### src/logic/dcache_pkg.sv
//////////////////////////////////////////////////////////////////////
// Shared widths, vector types and encodings for the data cache hit
// stage. Each RTL module pulls these in with a wildcard import in its
// module header.
//////////////////////////////////////////////////////////////////////

`default_nettype none

package dcache_pkg;

  // core word and physical address
  localparam int unsigned XLEN          = 32;
  localparam int unsigned PLEN          = 32;

  // cache line geometry
  localparam int unsigned BLK_BITS      = 128;
  localparam int unsigned BLK_OFFS_BITS = 4;
  localparam int unsigned DAT_OFFS_BITS = 2;
  localparam int unsigned IDX_BITS      = 5;
  localparam int unsigned TAG_BITS      = 23;

  typedef logic [XLEN-1:0]          word_t;
  typedef logic [XLEN/8-1:0]        word_be_t;
  typedef logic [BLK_BITS-1:0]      line_t;
  typedef logic [BLK_BITS/8-1:0]    line_be_t;
  typedef logic [PLEN-1:0]          adr_t;
  typedef logic [IDX_BITS-1:0]      idx_t;
  typedef logic [TAG_BITS-1:0]      tag_t;
  typedef logic [DAT_OFFS_BITS-1:0] dat_offs_t;

  // commands towards the bus interface
  typedef enum logic [1:0] {
    BIUCMD_NOP      = 2'd0,
    BIUCMD_READWAY  = 2'd1,
    BIUCMD_WRITEWAY = 2'd2
  } biucmd_e;

  // miss handling states
  typedef enum logic [2:0] {
    ARMED    = 3'd0,
    READ     = 3'd1,
    EVICT    = 3'd2,
    RECOVER0 = 3'd3,
    RECOVER1 = 3'd4
  } memfsm_state_e;

endpackage

`default_nettype wire

### src/logic/dcache_hit.sv
//////////////////////////////////////////////////////////////////////
// Hit stage of a set-associative data cache. Decodes the request,
// buffers store hits, runs the miss FSM towards the bus interface and
// returns load data. WAYS is set here and passed down.
//////////////////////////////////////////////////////////////////////

`default_nettype none

module dcache_hit import dcache_pkg::*; #(
  parameter int unsigned WAYS = 2
) (
  input  wire logic            clk_i,
  input  wire logic            rst_ni,

  // core side
  input  wire logic            req_i,
  input  wire logic            wreq_i,
  input  wire logic            cacheable_i,
  input  wire logic            pma_exception_i,
  input  wire logic            pmp_exception_i,
  input  wire adr_t            adr_i,
  input  wire word_be_t        be_i,
  input  wire word_t           d_i,
  output      logic            stall_o,
  output      word_t           q_o,
  output      logic            ack_o,
  output      logic            err_o,

  // cache memories
  input  wire logic            cache_hit_i,
  input  wire logic [WAYS-1:0] ways_hit_i,
  input  wire line_t           cache_line_i,
  input  wire logic            way_dirty_i,
  input  wire logic [WAYS-1:0] fill_way_i,
  output      logic            armed_o,
  output      logic            filling_o,
  output      logic [WAYS-1:0] fill_way_o,
  output      idx_t            idx_o,
  output      tag_t            core_tag_o,

  // write buffer
  input  wire logic            writebuffer_ack_i,
  output      logic            writebuffer_we_o,
  output      idx_t            writebuffer_idx_o,
  output      dat_offs_t       writebuffer_offs_o,
  output      word_t           writebuffer_data_o,
  output      line_be_t        writebuffer_be_o,
  output      logic [WAYS-1:0] writebuffer_ways_hit_o,

  // bus interface
  output      biucmd_e         biucmd_o,
  input  wire logic            biucmd_ack_i,
  input  wire logic            biucmd_busy_i,
  input  wire word_t           biu_q_i,
  input  wire logic            biu_ack_i,
  input  wire logic            biu_err_i,
  input  wire adr_t            biu_adro_i
);

  logic          valid_req;
  logic          access_err;
  logic          load_hit;
  logic          store_hit;
  logic          miss_req;
  dat_offs_t     dat_offs;
  logic          biu_match;
  memfsm_state_e memfsm_state;

  dcache_req_decode u_req_decode (
    .req_i           (req_i),
    .wreq_i          (wreq_i),
    .cacheable_i     (cacheable_i),
    .cache_hit_i     (cache_hit_i),
    .pma_exception_i (pma_exception_i),
    .pmp_exception_i (pmp_exception_i),
    .adr_i           (adr_i),
    .valid_req_o     (valid_req),
    .access_err_o    (access_err),
    .load_hit_o      (load_hit),
    .store_hit_o     (store_hit),
    .miss_req_o      (miss_req),
    .idx_o           (idx_o),
    .tag_o           (core_tag_o),
    .dat_offs_o      (dat_offs)
  );

  dcache_write_buffer #(.WAYS(WAYS)) u_write_buffer (
    .clk_i             (clk_i),
    .rst_ni            (rst_ni),
    .store_hit_i       (store_hit),
    .idx_i             (idx_o),
    .dat_offs_i        (dat_offs),
    .d_i               (d_i),
    .be_i              (be_i),
    .ways_hit_i        (ways_hit_i),
    .writebuffer_ack_i (writebuffer_ack_i),
    .we_o              (writebuffer_we_o),
    .idx_o             (writebuffer_idx_o),
    .offs_o            (writebuffer_offs_o),
    .data_o            (writebuffer_data_o),
    .be_o              (writebuffer_be_o),
    .ways_hit_o        (writebuffer_ways_hit_o)
  );

  dcache_miss_fsm #(.WAYS(WAYS)) u_miss_fsm (
    .clk_i         (clk_i),
    .rst_ni        (rst_ni),
    .miss_req_i    (miss_req),
    .valid_req_i   (valid_req),
    .cache_hit_i   (cache_hit_i),
    .way_dirty_i   (way_dirty_i),
    .fill_way_i    (fill_way_i),
    .biucmd_ack_i  (biucmd_ack_i),
    .biucmd_busy_i (biucmd_busy_i),
    .biu_err_i     (biu_err_i),
    .biu_ack_i     (biu_ack_i),
    .biu_match_i   (biu_match),
    .state_o       (memfsm_state),
    .biucmd_o      (biucmd_o),
    .fill_way_o    (fill_way_o),
    .armed_o       (armed_o),
    .filling_o     (filling_o),
    .stall_o       (stall_o)
  );

  dcache_read_path u_read_path (
    .clk_i        (clk_i),
    .rst_ni       (rst_ni),
    .state_i      (memfsm_state),
    .load_hit_i   (load_hit),
    .idx_i        (idx_o),
    .dat_offs_i   (dat_offs),
    .adr_i        (adr_i),
    .cache_line_i (cache_line_i),
    .wb_we_i      (writebuffer_we_o),
    .wb_idx_i     (writebuffer_idx_o),
    .wb_be_i      (writebuffer_be_o),
    .wb_data_i    (writebuffer_data_o),
    .biu_q_i      (biu_q_i),
    .biu_ack_i    (biu_ack_i),
    .biu_adro_i   (biu_adro_i),
    .biu_err_i    (biu_err_i),
    .access_err_i (access_err),
    .biu_match_o  (biu_match),
    .q_o          (q_o),
    .ack_o        (ack_o),
    .err_o        (err_o)
  );

endmodule

`default_nettype wire

### src/logic/dcache_miss_fsm.sv
//////////////////////////////////////////////////////////////////////
// Miss FSM. Issues read-way and write-way commands to the bus
// interface, stalls the core while a line is fetched and adds two
// recovery cycles before the stage is armed again.
//////////////////////////////////////////////////////////////////////

`default_nettype none

module dcache_miss_fsm import dcache_pkg::*; #(
  parameter int unsigned WAYS = 2
) (
  input  wire logic            clk_i,
  input  wire logic            rst_ni,
  input  wire logic            miss_req_i,
  input  wire logic            valid_req_i,
  input  wire logic            cache_hit_i,
  input  wire logic            way_dirty_i,
  input  wire logic [WAYS-1:0] fill_way_i,
  input  wire logic            biucmd_ack_i,
  input  wire logic            biucmd_busy_i,
  input  wire logic            biu_err_i,
  input  wire logic            biu_ack_i,
  input  wire logic            biu_match_i,
  output memfsm_state_e        state_o,
  output biucmd_e              biucmd_o,
  output logic [WAYS-1:0]      fill_way_o,
  output logic                 armed_o,
  output logic                 filling_o,
  output logic                 stall_o
);

  memfsm_state_e   nxt_state;
  biucmd_e         nxt_biucmd;
  logic [WAYS-1:0] nxt_fill_way;

  //////////////////////////////////////////////////////////////////////
  // next state and command
  //////////////////////////////////////////////////////////////////////
  always_comb begin
    nxt_state    = state_o;
    nxt_biucmd   = BIUCMD_NOP;
    nxt_fill_way = fill_way_o;

    case (state_o)
      ARMED: begin
        // wait here while the bus interface is busy
        if (miss_req_i && !biucmd_busy_i) begin
          nxt_fill_way = fill_way_i;
          nxt_biucmd   = BIUCMD_READWAY;
          nxt_state    = way_dirty_i ? EVICT : READ;
        end
      end
      READ: begin
        if (biucmd_ack_i || biu_err_i) begin
          nxt_state = RECOVER0;
        end
      end
      EVICT: begin
        // new line is in, now write back the old one
        if (biucmd_ack_i || biu_err_i) begin
          nxt_state  = RECOVER0;
          nxt_biucmd = BIUCMD_WRITEWAY;
        end
      end
      RECOVER0: nxt_state = RECOVER1;
      RECOVER1: nxt_state = ARMED;
      default:  nxt_state = ARMED;
    endcase
  end

  always_ff @(posedge clk_i or negedge rst_ni) begin
    if (!rst_ni) begin
      state_o    <= ARMED;
      biucmd_o   <= BIUCMD_NOP;
      fill_way_o <= '0;
      armed_o    <= 1'b1;
      filling_o  <= 1'b0;
    end else begin
      state_o    <= nxt_state;
      biucmd_o   <= nxt_biucmd;
      fill_way_o <= nxt_fill_way;
      // status follows the state being entered
      armed_o    <= (nxt_state == ARMED);
      filling_o  <= (nxt_state == READ) || (nxt_state == EVICT);
    end
  end

  //////////////////////////////////////////////////////////////////////
  // stall towards the core
  //////////////////////////////////////////////////////////////////////
  always_comb begin
    case (state_o)
      ARMED:       stall_o = miss_req_i;
      READ, EVICT: stall_o = ~((biu_ack_i & biu_match_i) | (valid_req_i & cache_hit_i));
      default:     stall_o = 1'b1;
    endcase
  end

endmodule

`default_nettype wire

### src/logic/dcache_read_path.sv
//////////////////////////////////////////////////////////////////////
// Load data path. Overlays pending write-buffer bytes on the cache
// line, selects the addressed word and registers data, ack and error
// towards the core.
//////////////////////////////////////////////////////////////////////

`default_nettype none

module dcache_read_path import dcache_pkg::*; (
  input  wire logic          clk_i,
  input  wire logic          rst_ni,
  input  wire memfsm_state_e state_i,
  input  wire logic          load_hit_i,
  input  wire idx_t          idx_i,
  input  wire dat_offs_t     dat_offs_i,
  input  wire adr_t          adr_i,
  input  wire line_t         cache_line_i,
  input  wire logic          wb_we_i,
  input  wire idx_t          wb_idx_i,
  input  wire line_be_t      wb_be_i,
  input  wire word_t         wb_data_i,
  input  wire word_t         biu_q_i,
  input  wire logic          biu_ack_i,
  input  wire adr_t          biu_adro_i,
  input  wire logic          biu_err_i,
  input  wire logic          access_err_i,
  output logic               biu_match_o,
  output word_t              q_o,
  output logic               ack_o,
  output logic               err_o
);

  localparam int unsigned WORD_LSB = $clog2(XLEN/8);

  logic  bypass;
  line_t wb_line;
  line_t merged_line;
  word_t cache_q;

  // bus returns the word the core asked for
  assign biu_match_o = (biu_adro_i[PLEN-1:WORD_LSB] == adr_i[PLEN-1:WORD_LSB]);

  assign bypass  = wb_we_i & (idx_i == wb_idx_i);
  assign wb_line = {(BLK_BITS/XLEN){wb_data_i}};

  // byte-wise overlay of the held store
  always_comb begin
    for (int i = 0; i < BLK_BITS/8; i++) begin
      merged_line[i*8 +: 8] = (bypass && wb_be_i[i]) ? wb_line[i*8 +: 8]
                                                     : cache_line_i[i*8 +: 8];
    end
  end

  assign cache_q = merged_line[dat_offs_i*XLEN +: XLEN];

  //////////////////////////////////////////////////////////////////////
  // registered outputs
  //////////////////////////////////////////////////////////////////////
  always_ff @(posedge clk_i or negedge rst_ni) begin
    if (!rst_ni) begin
      ack_o <= 1'b0;
      err_o <= 1'b0;
    end else begin
      case (state_i)
        ARMED:       ack_o <= load_hit_i;
        READ, EVICT: ack_o <= load_hit_i | (biu_ack_i & biu_match_o);
        default:     ack_o <= 1'b0;
      endcase
      err_o <= biu_err_i | access_err_i;
    end
  end

  // during a fill a hit still takes the cache word
  always_ff @(posedge clk_i) begin
    case (state_i)
      READ, EVICT: q_o <= load_hit_i ? cache_q : biu_q_i;
      default:     q_o <= cache_q;
    endcase
  end

endmodule

`default_nettype wire

### src/logic/dcache_req_decode.sv
//////////////////////////////////////////////////////////////////////
// Request decoder. Qualifies the core request against the PMA and PMP
// checks, classifies it and slices the address. Purely combinational.
//////////////////////////////////////////////////////////////////////

`default_nettype none

module dcache_req_decode import dcache_pkg::*; (
  input  wire logic req_i,
  input  wire logic wreq_i,
  input  wire logic cacheable_i,
  input  wire logic cache_hit_i,
  input  wire logic pma_exception_i,
  input  wire logic pmp_exception_i,
  input  wire adr_t adr_i,
  output logic      valid_req_o,
  output logic      access_err_o,
  output logic      load_hit_o,
  output logic      store_hit_o,
  output logic      miss_req_o,
  output idx_t      idx_o,
  output tag_t      tag_o,
  output dat_offs_t dat_offs_o
);

  logic exception;
  logic cacheable_hit;

  assign exception     = pma_exception_i | pmp_exception_i;
  assign valid_req_o   = req_i & ~exception;
  assign access_err_o  = req_i & exception;

  assign cacheable_hit = valid_req_o & cacheable_i & cache_hit_i;
  assign load_hit_o    = cacheable_hit & ~wreq_i;
  assign store_hit_o   = cacheable_hit & wreq_i;
  assign miss_req_o    = valid_req_o & cacheable_i & ~cache_hit_i;

  // tag | index | word offset | byte offset
  assign idx_o         = adr_i[BLK_OFFS_BITS +: IDX_BITS];
  assign tag_o         = adr_i[PLEN-1 -: TAG_BITS];
  assign dat_offs_o    = adr_i[BLK_OFFS_BITS-1 -: DAT_OFFS_BITS];

endmodule

`default_nettype wire

### src/logic/dcache_write_buffer.sv
//////////////////////////////////////////////////////////////////////
// Single-entry write buffer. Captures a store hit and presents it to
// the cache memories until they acknowledge the write.
//////////////////////////////////////////////////////////////////////

`default_nettype none

module dcache_write_buffer import dcache_pkg::*; #(
  parameter int unsigned WAYS = 2
) (
  input  wire logic            clk_i,
  input  wire logic            rst_ni,
  input  wire logic            store_hit_i,
  input  wire idx_t            idx_i,
  input  wire dat_offs_t       dat_offs_i,
  input  wire word_t           d_i,
  input  wire word_be_t        be_i,
  input  wire logic [WAYS-1:0] ways_hit_i,
  input  wire logic            writebuffer_ack_i,
  output      logic            we_o,
  output      idx_t            idx_o,
  output      dat_offs_t       offs_o,
  output      word_t           data_o,
  output      line_be_t        be_o,
  output      logic [WAYS-1:0] ways_hit_o
);

  // a new store wins over an ack in the same cycle
  always_ff @(posedge clk_i or negedge rst_ni) begin
    if (!rst_ni) begin
      we_o <= 1'b0;
    end else if (store_hit_i) begin
      we_o <= 1'b1;
    end else if (writebuffer_ack_i) begin
      we_o <= 1'b0;
    end
  end

  // byte enables move to their lane within the line
  always_ff @(posedge clk_i) begin
    if (store_hit_i) begin
      idx_o      <= idx_i;
      offs_o     <= dat_offs_i;
      data_o     <= d_i;
      be_o       <= line_be_t'(be_i) << (dat_offs_i * (XLEN/8));
      ways_hit_o <= ways_hit_i;
    end
  end

endmodule

`default_nettype wire
### config.mk
export PLATFORM = sky130hd
export DESIGN_NAME = dcache_hit
export DESIGN_NICKNAME = d
export VERILOG_FILES = /design/src/logic/dcache_pkg.sv /design/src/logic/dcache_hit.sv /design/src/logic/dcache_miss_fsm.sv /design/src/logic/dcache_read_path.sv /design/src/logic/dcache_req_decode.sv /design/src/logic/dcache_write_buffer.sv
export SDC_FILE = /design/constraint.sdc
export NUM_CORES = 1
export LEC_CHECK = 0
export BUFFER_PORTS_ARGS = -buffer_cell sky130_fd_sc_hd__buf_2
export CAP_MARGIN = 20
export CORE_AREA = 10 10 148 150
export CTS_BUF_LIST = sky130_fd_sc_hd__clkbuf_16
export CTS_CLUSTER_SIZE = 24
export DETAILED_ROUTE_END_ITERATION = 8
export DIE_AREA = 0 0 158 160
export PLACE_DENSITY_LB_ADDON = 0.05
export RECOVER_POWER = 25
export SETUP_SLACK_MARGIN = 0.3
export SYNTH_ARGS = -nofsm -noshare
export SYNTH_HDL_FRONTEND = slang
export SYNTH_HIERARCHICAL = 1
export SYNTH_SLANG_ARGS = --single-unit
### constraint.sdc
create_clock -name clk_i -period 3.6 [get_ports clk_i]
set_input_delay 0.54 -clock clk_i [delete_from_list [all_inputs] [get_ports clk_i]]
set_output_delay 0.54 -clock clk_i [all_outputs]
set_load 0.005 [all_outputs]
==> impl_metrics.toml, run 1 <==
[outcome]
outcome = "complete, but fails checks"
violations = "max-capacitance violations, max-slew violations"

[yosys]
async_flop_share_pct = 11.9
synth-simple-area-share_pct = 13.5
synth_seq_area_share_pct = 40.7
synth-edff-count = 57
synth_most_common_cell = "mux2i_1"
muxShareOfSynthArea_pct = 14.4
synth_xor_area_share_pct = 4.96
synth_fp_nets = 889
synth_cell_types = 63
synth-compound-area-share_pct = 18.6
ys_warn_count = 6
syn_avg_cell_area_um2 = 10.7
synthFlopType = "edfxtp_1"
synthAdderAreaFrac_pct = 0
syn_area_um2 = 6510
synth-seq-cells = 101
synth_area_leaders = "edfxtp_1 (26%), mux2i_1 (13%), dfxtp_1 (9.8%), dfrtp_1 (4.2%), a211oi_1 (4.0%)"
netlist_top_cells_count = "mux2i_1 (84), edfxtp_1 (57), a211oi_1 (35)"
synth_top_family_by_area = "compound AO/OA/AOI/OAI gates"
syn_inst = 611
synthDominantAreaCellType = "edfxtp_1"
yosys.area.top_type_share_pct = 26.3

[worst_setup_path]
crit_buf_inv = 2
cp-end-kind = "output port"
cpLargestDelayFamily = "simple AND/OR/NAND/NOR gates"
worst_setup_path_start_kind = "input port"
crit_chain = "clkbuf_1 > xor2_1 > nor4_1 > nand3_1 > nor4_2 > a22oi_1 > a2111oi_0 > nor2_1 > buf_2"
cp.arrival_ps = 2560
worst_path_max_delay_cell = "nor4_1"
critPathKind = "in -> out"
critPathRequiredTime_ps = 3060
critPathMaxStageDelay_ps = 420
cp_max_fo = 4

[floorplanning]
fp.dieArea_um2 = 25300
chipHeight_um = 160
die_width_um = 158
ioPinCount = 405
core-area_um2 = 19100
rows = 51
start_util_pct = 34.1

[global_routing]
grt_overflow_total = 0
grt_pass1_vias = 6589
grtUsageTotal_pct = 20.9
antenna_found_initial = 7
grt_pass1_wl_mm = 40.4
grt_max_degree = 81

[sta]
finalMaxSlewViolations = 111
clock.fmax_ghz = 0.322
period_minus_slack_ps = 3100
setup_violations = 0
slew_headroom_pct = -16.2
hold_viol_final = 0
fin_setup_tns_ps = 0
worst_slew_pin_slew_ps = 1740
skew_ps = 4.21
grt_setup_unrepaired = "false"
period_share_pct = 86.2

[layout]
multiInputGateArea_um2 = 3370
fin_nets = 1236
num-fill-cells = 1966
ff_latch_area_um2 = 2650
drive_gt1_share_pct = 46.8
area_growth_pct = 34.1

[cts]
ctsRootBufferMaster = "clkbuf_16"
hold_buffers = 0
cts.reportedPaths.clkPinSlew_ps = 80
clock_latency_ps = 350
cts_buffers = 9
clock_sinks = 101
clock_path_buffers = 2
cts_resized = 0
cts_setup_buffers = 0
cts_tree = "done"
htreeDepth = 3

[run]
cap_violations = 2

[placed_design]
io_buffer_count = 400
hpwl_mm = 22.3
place_congestion = 0.807

[power]
p_leak_nw = 4.28
power_density_nw_per_um2 = 480
vdd_ir_drop_max_mv = 0.310
finalPower_mw = 4.19

[drt]
drc = 0
vias_per_cell = 5.19
ant_nets = 0
first_iter_violations = 347
routedWlPerCell_um = 22.9
drtPass1Iterations = 4
detail_route.wirelength_mm = 27.6
vias = 6275

[hold_path]
hp-class = "in -> async"
==> worst register-to-register path, cell delays in order, from the launching register on <==
cell,delay (ps)
edfxtp_1,430
xnor2_2,510
nand3_1,290
or2_1,500
a211oi_1,310
a211oi_1,100
o22a_1,250
==> path summary, 6_finish.rpt <==
check                                              start                   endpoint  slack [ps]  depth (start not counted)
min in group clk_i                               d_i[29]  u_write_buffer/data_o[29]         360                          1
worst min register to register  u_miss_fsm/fill_way_o[1]   u_miss_fsm/fill_way_o[1]         510                          1
worst max-delay path                            adr_i[7]                    stall_o         500                          9
worst max register to register   u_write_buffer/idx_o[0]         u_read_path/q_o[7]        1100                          6
max in group asynchronous                         rst_ni          u_read_path/err_o        3000                          1
worst min-delay path                              rst_ni     u_miss_fsm/biucmd_o[1]         180                          1
==> flip-flops by register name, indices dropped and copies added (netlist names) <==
signal and count:
u_write_buffer/data_o 32, u_write_buffer/we_o 1, u_miss_fsm/biucmd_o 2, u_read_path/q_o 32, u_write_buffer/offs_o 2, u_miss_fsm/filling_o 1
u_write_buffer/be_o 16, u_miss_fsm/state_o 3, u_write_buffer/idx_o 5, u_write_buffer/ways_hit_o 2, u_read_path/err_o 1, u_miss_fsm/fill_way_o 2
u_miss_fsm/armed_o 1, u_read_path/ack_o 1
==> layout by cell type (no fill, tap or decap), types with 3 or more instances in the layout <==
cell	synthesis	final
inv_1	8	8
o221ai_1	16	16
o21ai_0	9	9
xnor2_1	15	15
nor2_1	20	20
nand2b_1	3	3
xor2_1	20	20
a21boi_0	8	8
clkbuf_16	0	9
and2_1	12	12
o221a_2	14	14
nand3_1	19	19
mux2i_1	84	84
nor3_1	14	14
nor2b_1	3	3
nand2_1	10	10
diode_2	0	7
nand4_2	5	5
buf_4	34	9
nor4_1	9	7
o22a_1	16	16
dfrtp_1	11	11
a211oi_1	35	35
or2_1	4	5
o211ai_1	6	6
a21oi_1	22	22
clkbuf_1	17	26
edfxtp_1	57	57
dfxtp_1	32	32
buf_2	18	375
and3_2	7	7
and3_1	14	14
nand4_1	4	4
o21a_1	3	3
mux2_2	6	6
a311oi_1	9	9
a211o_1	9	9
==> cells by family (layout without fill, tap and decap cells) <==
kind of cell	count (synthesis)	count (layout)
AND/OR/NAND/NOR	142	142
other	0	7
AO/OA/AOI/OAI	155	155
XOR/XNOR	36	36
buffers and inverters	85	437
multiplexers	92	92
flip-flops	101	101
==> final cells by class <==
class / count / share of cell area, %
antenna: 7 / 0.201
clock buffer: 9 / 2.58
clock inverter: 7 / 0.731
inverter: 9 / 0.387
multi-input combinational: 425 / 38.6
sequential: 101 / 30.4
tap: 238 / 3.41
timing repair buffer: 412 / 23.7
==> stage by stage <==
step / utilization [%] / hold slack (ps) / setup WS, ps / instances / cell area (um^2)
2_1_floorplan: - / 244 / 655 / 611 / 6530
3_3_place_gp: 44.3 / 440 / 466 / 1185 / 8460
3_5_place_dp: 44.3 / 439 / 428 / 1185 / 8460
4_1_cts: 45.8 / 44.6 / 419 / 1201 / 8750
5_1_grt: 45.8 / 220 / 331 / 1207 / 8730
6_report: 45.8 / 181 / 495 / 1208 / 8730
==> metal layers <==
layer	global-route usage [%]	wire [um]
met2	35.7	13800
met5	0	0
met1	24.2	10900
met4	6.74	313
met3	6.26	2640
==> power by group <==
group | internal [mW] | switching (mW) | leakage [nW] | total, mW
registers | 1.47 | 0.123 | 0.912 | 1.59
logic | 0.822 | 0.798 | 3.23 | 1.62
clock network | 0.488 | 0.491 | 0.145 | 0.979
Power figures use the tool's default switching activity.
==> inputs of run 2 (changes only) <==
--- a/config.mk
+++ b/config.mk
@@ -5,13 +5,13 @@
 export SDC_FILE = /design/constraint.sdc
 export NUM_CORES = 1
 export LEC_CHECK = 0
-export BUFFER_PORTS_ARGS = -buffer_cell sky130_fd_sc_hd__buf_2
 export CAP_MARGIN = 20
-export CORE_AREA = 10 10 148 150
+export CORE_AREA = 10 10 149 151
 export CTS_BUF_LIST = sky130_fd_sc_hd__clkbuf_16
 export CTS_CLUSTER_SIZE = 24
 export DETAILED_ROUTE_END_ITERATION = 8
-export DIE_AREA = 0 0 158 160
+export DIE_AREA = 0 0 159 161
+export DONT_BUFFER_PORTS = 1
 export PLACE_DENSITY_LB_ADDON = 0.05
 export RECOVER_POWER = 25
 export SETUP_SLACK_MARGIN = 0.3
==> run 2 against run 1 <==
- the flow now finishes without violations
- register-to-register slack worse by 70 ps
- worst setup slack better by 210 ps
- final cell count decreased by 31%
- power shrank 8.0%
- global-route usage shrank 1.0 points
- die area rose by 1.3%
- hold slack improved by 91 ps
- wire length fell by 2.9%
- sequential share of layout area rose by 8.9 points
- first-iteration DRC count is 21% lower
- via count decreased by 21%
==> impl_metrics.toml, run 2 (synthesized netlist as in run 1, its figures left out) <==
[outcome]
outcome = "completed"

[placed_design]
hpwl_mm = 21.4
place_congestion = 0.806
dpl_worst_slack_ps = 586
io_buffer_count = 0

[sta]
skew_ps = 10.4
slew_headroom_pct = 30.0
worst_slew_pin_slew_ps = 1050
period_minus_slack_ps = 2900
clock.fmax_ghz = 0.345
grt_setup_unrepaired = "false"
setup_violations = 0
hold_viol_final = 0
worst_hold_slack_ps = 272
fin_setup_tns_ps = 0
finalMaxSlewViolations = 0
period_share_pct = 80.5
finalWorstSetupSlack_ps = 701

[worst_setup_path]
r2r_cells = 6
cp.arrival_ps = 2360
r2r-end = "u_read_path/q_o[1]"
worst_path_max_delay_cell = "nor4_1"
crit_chain = "xor2_1 > nor4_1 > nand4_1 > nor4_1 > a22oi_1 > a2111oi_0 > nor2_1"
critPathKind = "in -> out"
worst_setup_path_start_kind = "input port"
critPathMaxStageDelay_ps = 440
crit_path_frequent_cell = "nor4_1"
rr_startpoint = "u_write_buffer/idx_o[3]"
crit_buf_inv = 0
cp.depth = 7
cp-end-kind = "output port"
reg2reg_setup_slack_ps = 1030
cp_max_fo = 2
cpLargestDelayFamily = "simple AND/OR/NAND/NOR gates"
crit_path_start = "adr_i[24]"
cp-endpoint = "stall_o"
critPathRequiredTime_ps = 3060

[global_routing]
grt_max_degree = 82
antenna_found_initial = 0
grt_overflow_total = 0
grt_pass1_wl_mm = 38.0
grtUsageTotal_pct = 19.9
grt_pass1_vias = 5205

[layout]
top_regs = "u_read_path/q_o: 32 flops, u_write_buffer/data_o: 32 flops, u_write_buffer/be_o: 16 flops"
drive_gt1_share_pct = 12.8
mostFrequentLayoutCells = "mux2i_1 (84), edfxtp_1 (57), a211oi_1 (35)"
fin_nets = 835
area_growth_pct = 3.78
num-fill-cells = 1928
final_common_cell = "mux2i_1"

[drt]
vias = 4965
drc = 0
first_iter_violations = 274
ant_nets = 0
drtPass1Iterations = 4
routedWlPerCell_um = 32.4
vias_per_cell = 6.00
detail_route.wirelength_mm = 26.8

[cts]
cts_setup_buffers = 0
clock_sinks = 101
cts_tree = "done"
ctsRootBufferMaster = "clkbuf_16"
clock_latency_ps = 360
cts.reportedPaths.clkPinSlew_ps = 80
cts_buffers = 9
htreeDepth = 3
clock_path_buffers = 2

[floorplanning]
core-area_um2 = 19200
fp.dieArea_um2 = 25600
ioPinCount = 405
die_width_um = 159
start_util_pct = 33.9
rows = 51
chipHeight_um = 161

[power]
power_density_nw_per_um2 = 571
p_leak_nw = 2.77
vdd_ir_drop_max_mv = 0.233

[run]
cap_violations = 0

[hold_path]
hp-class = "in -> reg"
## run 2: cell count changes in the layout (fill, tap and decap cells not counted), sizes merged
cell	delta
dlygate4sd3	+1
diode	-6
clkbuf	-27
buf	-375
## run 2: metrics by stage
stage	instances	area, um^2	util [%]	power [mW]
after global placement	810	6470	33.7	2.88
after floorplan	611	6530	-	2.63
final	828	6760	35.2	3.86
after detailed placement	810	6470	33.7	2.90
after global routing	827	6760	35.2	4.08
after CTS	827	6770	35.3	3.90
## run 2: worst min-delay path by stage
stage	startpoint	end	slack, ps	depth (start not counted)
2_1_floorplan	rst_ni	u_miss_fsm/biucmd_o[0]	240	0
3_3_place_gp	rst_ni	u_miss_fsm/biucmd_o[0]	240	0
3_5_place_dp	rst_ni	u_miss_fsm/fill_way_o[1]	240	0
4_1_cts	d_i[20]	u_write_buffer/data_o[20]	250	0
5_1_grt	d_i[27]	u_write_buffer/data_o[27]	250	0
6_report	d_i[27]	u_write_buffer/data_o[27]	270	0
## run 2: repair_timing
item	CTS	global route
hold buffers	1	0
endpoints found under the hold margin	12	0
resized for setup	0	0
## run 2: power by group
| part | total, mW | internal, mW | switching, mW |
|---|---|---|---|
| clock network | 0.987 | 0.488 | 0.499 |
| registers | 1.69 | 1.48 | 0.218 |
| logic | 1.18 | 0.584 | 0.593 |
## run 2: area by class of cell
type / instances / area (um^2) / share of cell area, %
well taps: 265 / 332 / 4.90
clock inverters: 7 / 63.8 / 0.944
inverters: 9 / 33.8 / 0.500
clock buffers: 9 / 225 / 3.33
multi-input cells: 425 / 3350 / 49.6
flip-flops and latches: 101 / 2650 / 39.3
diodes: 1 / 2.50 / 0.0370
repair buffers: 11 / 97.6 / 1.44
## run 2: routing by layer
layer  track usage [%]  vias up  wire length [um]
met2              35.6      305             13800
met5                 0        -                 0
met4              7.12        0               671
met3              7.32       25              2450
li1                  -     2225                 -
met1              21.0     2410              9940
==> inputs of run 3 (changes only) <==
--- a/config.mk
+++ b/config.mk
@@ -6,11 +6,11 @@
 export NUM_CORES = 1
 export LEC_CHECK = 0
 export CAP_MARGIN = 20
-export CORE_AREA = 10 10 149 151
+export CORE_AREA = 10 10 150 152
 export CTS_BUF_LIST = sky130_fd_sc_hd__clkbuf_16
 export CTS_CLUSTER_SIZE = 24
 export DETAILED_ROUTE_END_ITERATION = 8
-export DIE_AREA = 0 0 159 161
+export DIE_AREA = 0 0 160 162
 export DONT_BUFFER_PORTS = 1
 export PLACE_DENSITY_LB_ADDON = 0.05
 export RECOVER_POWER = 25
==> constraint.sdc (replaced) <==
create_clock -name clk_i -period 2.7 [get_ports clk_i]
set_input_delay 0.405 -clock clk_i [delete_from_list [all_inputs] [get_ports clk_i]]
set_output_delay 0.405 -clock clk_i [all_outputs]
set_load 0.005 [all_outputs]
==> run 3 against run 2 <==
- largest power group unchanged
- largest cell class unchanged
- wire length is 1.4% higher
- register-to-register slack worse by 630 ps
- critical path type unchanged
- cell area is 2.6% higher
- hold slack worse by 140 ps
==> impl_metrics.toml, run 3 (synthesized netlist as in run 1, its figures left out) <==
[outcome]
outcome = "completed"

[power]
vdd_ir_drop_max_mv = 0.502
p_leak_nw = 2.84
power_density_nw_per_um2 = 745

[sta]
worst_slew_pin_slew_ps = 548
slew_headroom_pct = 63.3
fin_setup_tns_ps = 0
setup_violations = 0
finalMaxSlewViolations = 0
hold_viol_final = 0
period_minus_slack_ps = 2330
skew_ps = 11.6
period_share_pct = 86.2
clock.fmax_ghz = 0.430
grt_setup_unrepaired = "true"

[layout]
drive_gt1_share_pct = 16.3
num-fill-cells = 2029
mostFrequentLayoutCells = "mux2i_1 (84), edfxtp_1 (57), a211oi_1 (35)"
fin_area_um2 = 6940
area_growth_pct = 6.53
final_common_cell = "mux2i_1"
top_regs = "u_read_path/q_o: 32 flops, u_write_buffer/data_o: 32 flops, u_write_buffer/be_o: 16 flops"
fin_nets = 845

[drt]
routedWlPerCell_um = 32.4
vias_per_cell = 5.99
first_iter_violations = 298
detail_route.wirelength_mm = 27.2
ant_nets = 0
drtPass1Iterations = 5
vias = 5035
drc = 0

[worst_setup_path]
worst_setup_path_start_kind = "input port"
cp-end-kind = "output port"
critPathRequiredTime_ps = 2300
r2r_cells = 7
cp_max_fo = 2
critPathKind = "in -> out"
cp.arrival_ps = 1920

[cts]
clock_latency_ps = 360
cts_buffers = 9
clock_path_buffers = 2
htreeDepth = 3
ctsRootBufferMaster = "clkbuf_16"
cts.reportedPaths.clkPinSlew_ps = 80
clock_sinks = 101
cts_tree = "done"

[floorplanning]
rows = 51
core-area_um2 = 19400
chipHeight_um = 162
start_util_pct = 33.6
ioPinCount = 405
fp.dieArea_um2 = 25900
die_width_um = 160

[global_routing]
grt_overflow_total = 0
antenna_found_initial = 3
grt_max_degree = 82
met3_usage_pct = 6.90
top_usage_layer = "met2"
met2_usage_pct = 35.7
grt_pass1_vias = 5169
grt_pass1_wl_mm = 37.9
grtUsageTotal_pct = 19.6
grtUsageMet1_pct = 21.2

[hold_path]
hp-class = "in -> reg"
whs_path_depth = 0

[placed_design]
place_area_um2 = 6530
io_buffer_count = 0
place_congestion = 0.789
hpwl_mm = 21.7

[run]
cap_violations = 0
## run 3: worst paths after layout
path,from,end,slack (ps)
max,adr_i[11],stall_o,370
min,d_i[29],u_write_buffer/data_o[29],130
max reg2reg,u_write_buffer/idx_o[0],u_read_path/q_o[12],400
min reg2reg,u_miss_fsm/fill_way_o[0],u_miss_fsm/fill_way_o[0],570
max in group asynchronous,rst_ni,u_miss_fsm/armed_o,1870
min in group asynchronous,rst_ni,u_miss_fsm/fill_way_o[0],460
## run 3: metrics by stage
step           instances  worst slack (ps)  utilization, %  power, mW  hold WS, ps
2_1_floorplan        611             -82.8               -       3.51          109
3_3_place_gp         816               127            33.7       3.81          110
3_5_place_dp         816               205            33.7       3.83          110
4_1_cts              833               219            35.3       5.22          116
5_1_grt              840               216            35.8       5.43          112
6_report             840               373            35.8       5.17          133
## run 3: report_power, final
| part | switching [mW] | leakage, nW | total (mW) | internal, mW |
|---|---|---|---|---|
| Clock | 0.691 | 0.148 | 1.35 | 0.660 |
| Combinational | 0.797 | 1.78 | 1.55 | 0.750 |
| Sequential | 0.302 | 0.912 | 2.27 | 1.97 |
| Total | 1.79 | 2.84 | 5.17 | 3.38 |
## run 3: final cells by class
| type | count | area (um^2) | share of cell area, % |
|---|---|---|---|
| Multi-Input combinational cell | 425 | 3440 | 49.5 |
| Timing Repair Buffer | 21 | 173 | 2.49 |
| Inverter | 9 | 33.8 | 0.487 |
| Sequential cell | 101 | 2650 | 38.2 |
| Clock buffer | 9 | 225 | 3.25 |
| Antenna cell | 3 | 7.51 | 0.108 |
| Clock inverter | 7 | 78.8 | 1.14 |
| Tap cell | 265 | 332 | 4.78 |
## run 3: layer usage
layer / part of all wire (%) / routed length, um / vias up
met4: 1.2 / 326 / 0
li1: - / - / 2247
met2: 53 / 14300 / 320
met1: 37 / 10200 / 2447
met5: 0 / 0 / -
met3: 8.6 / 2350 / 21
## run 3: what timing repair did
| action | in CTS | in global routing |
|---|---|---|
| gates resized for setup | 2 | 16 |
| endpoints found under the hold margin | 12 | 0 |
| hold buffers | 1 | 0 |
| endpoints found under the setup margin | 27 | 26 |
| pin swaps | 0 | 7 |
| setup buffers | 0 | 4 |
## run 3: worst max-delay path, cell delays in order
cell       delay, ps
xor2_1           150
nor4_2           290
nand4_1          170
nor4_1           250
buf_4            170
a22oi_2           80
a2111oi_2        290
nor2_1           110
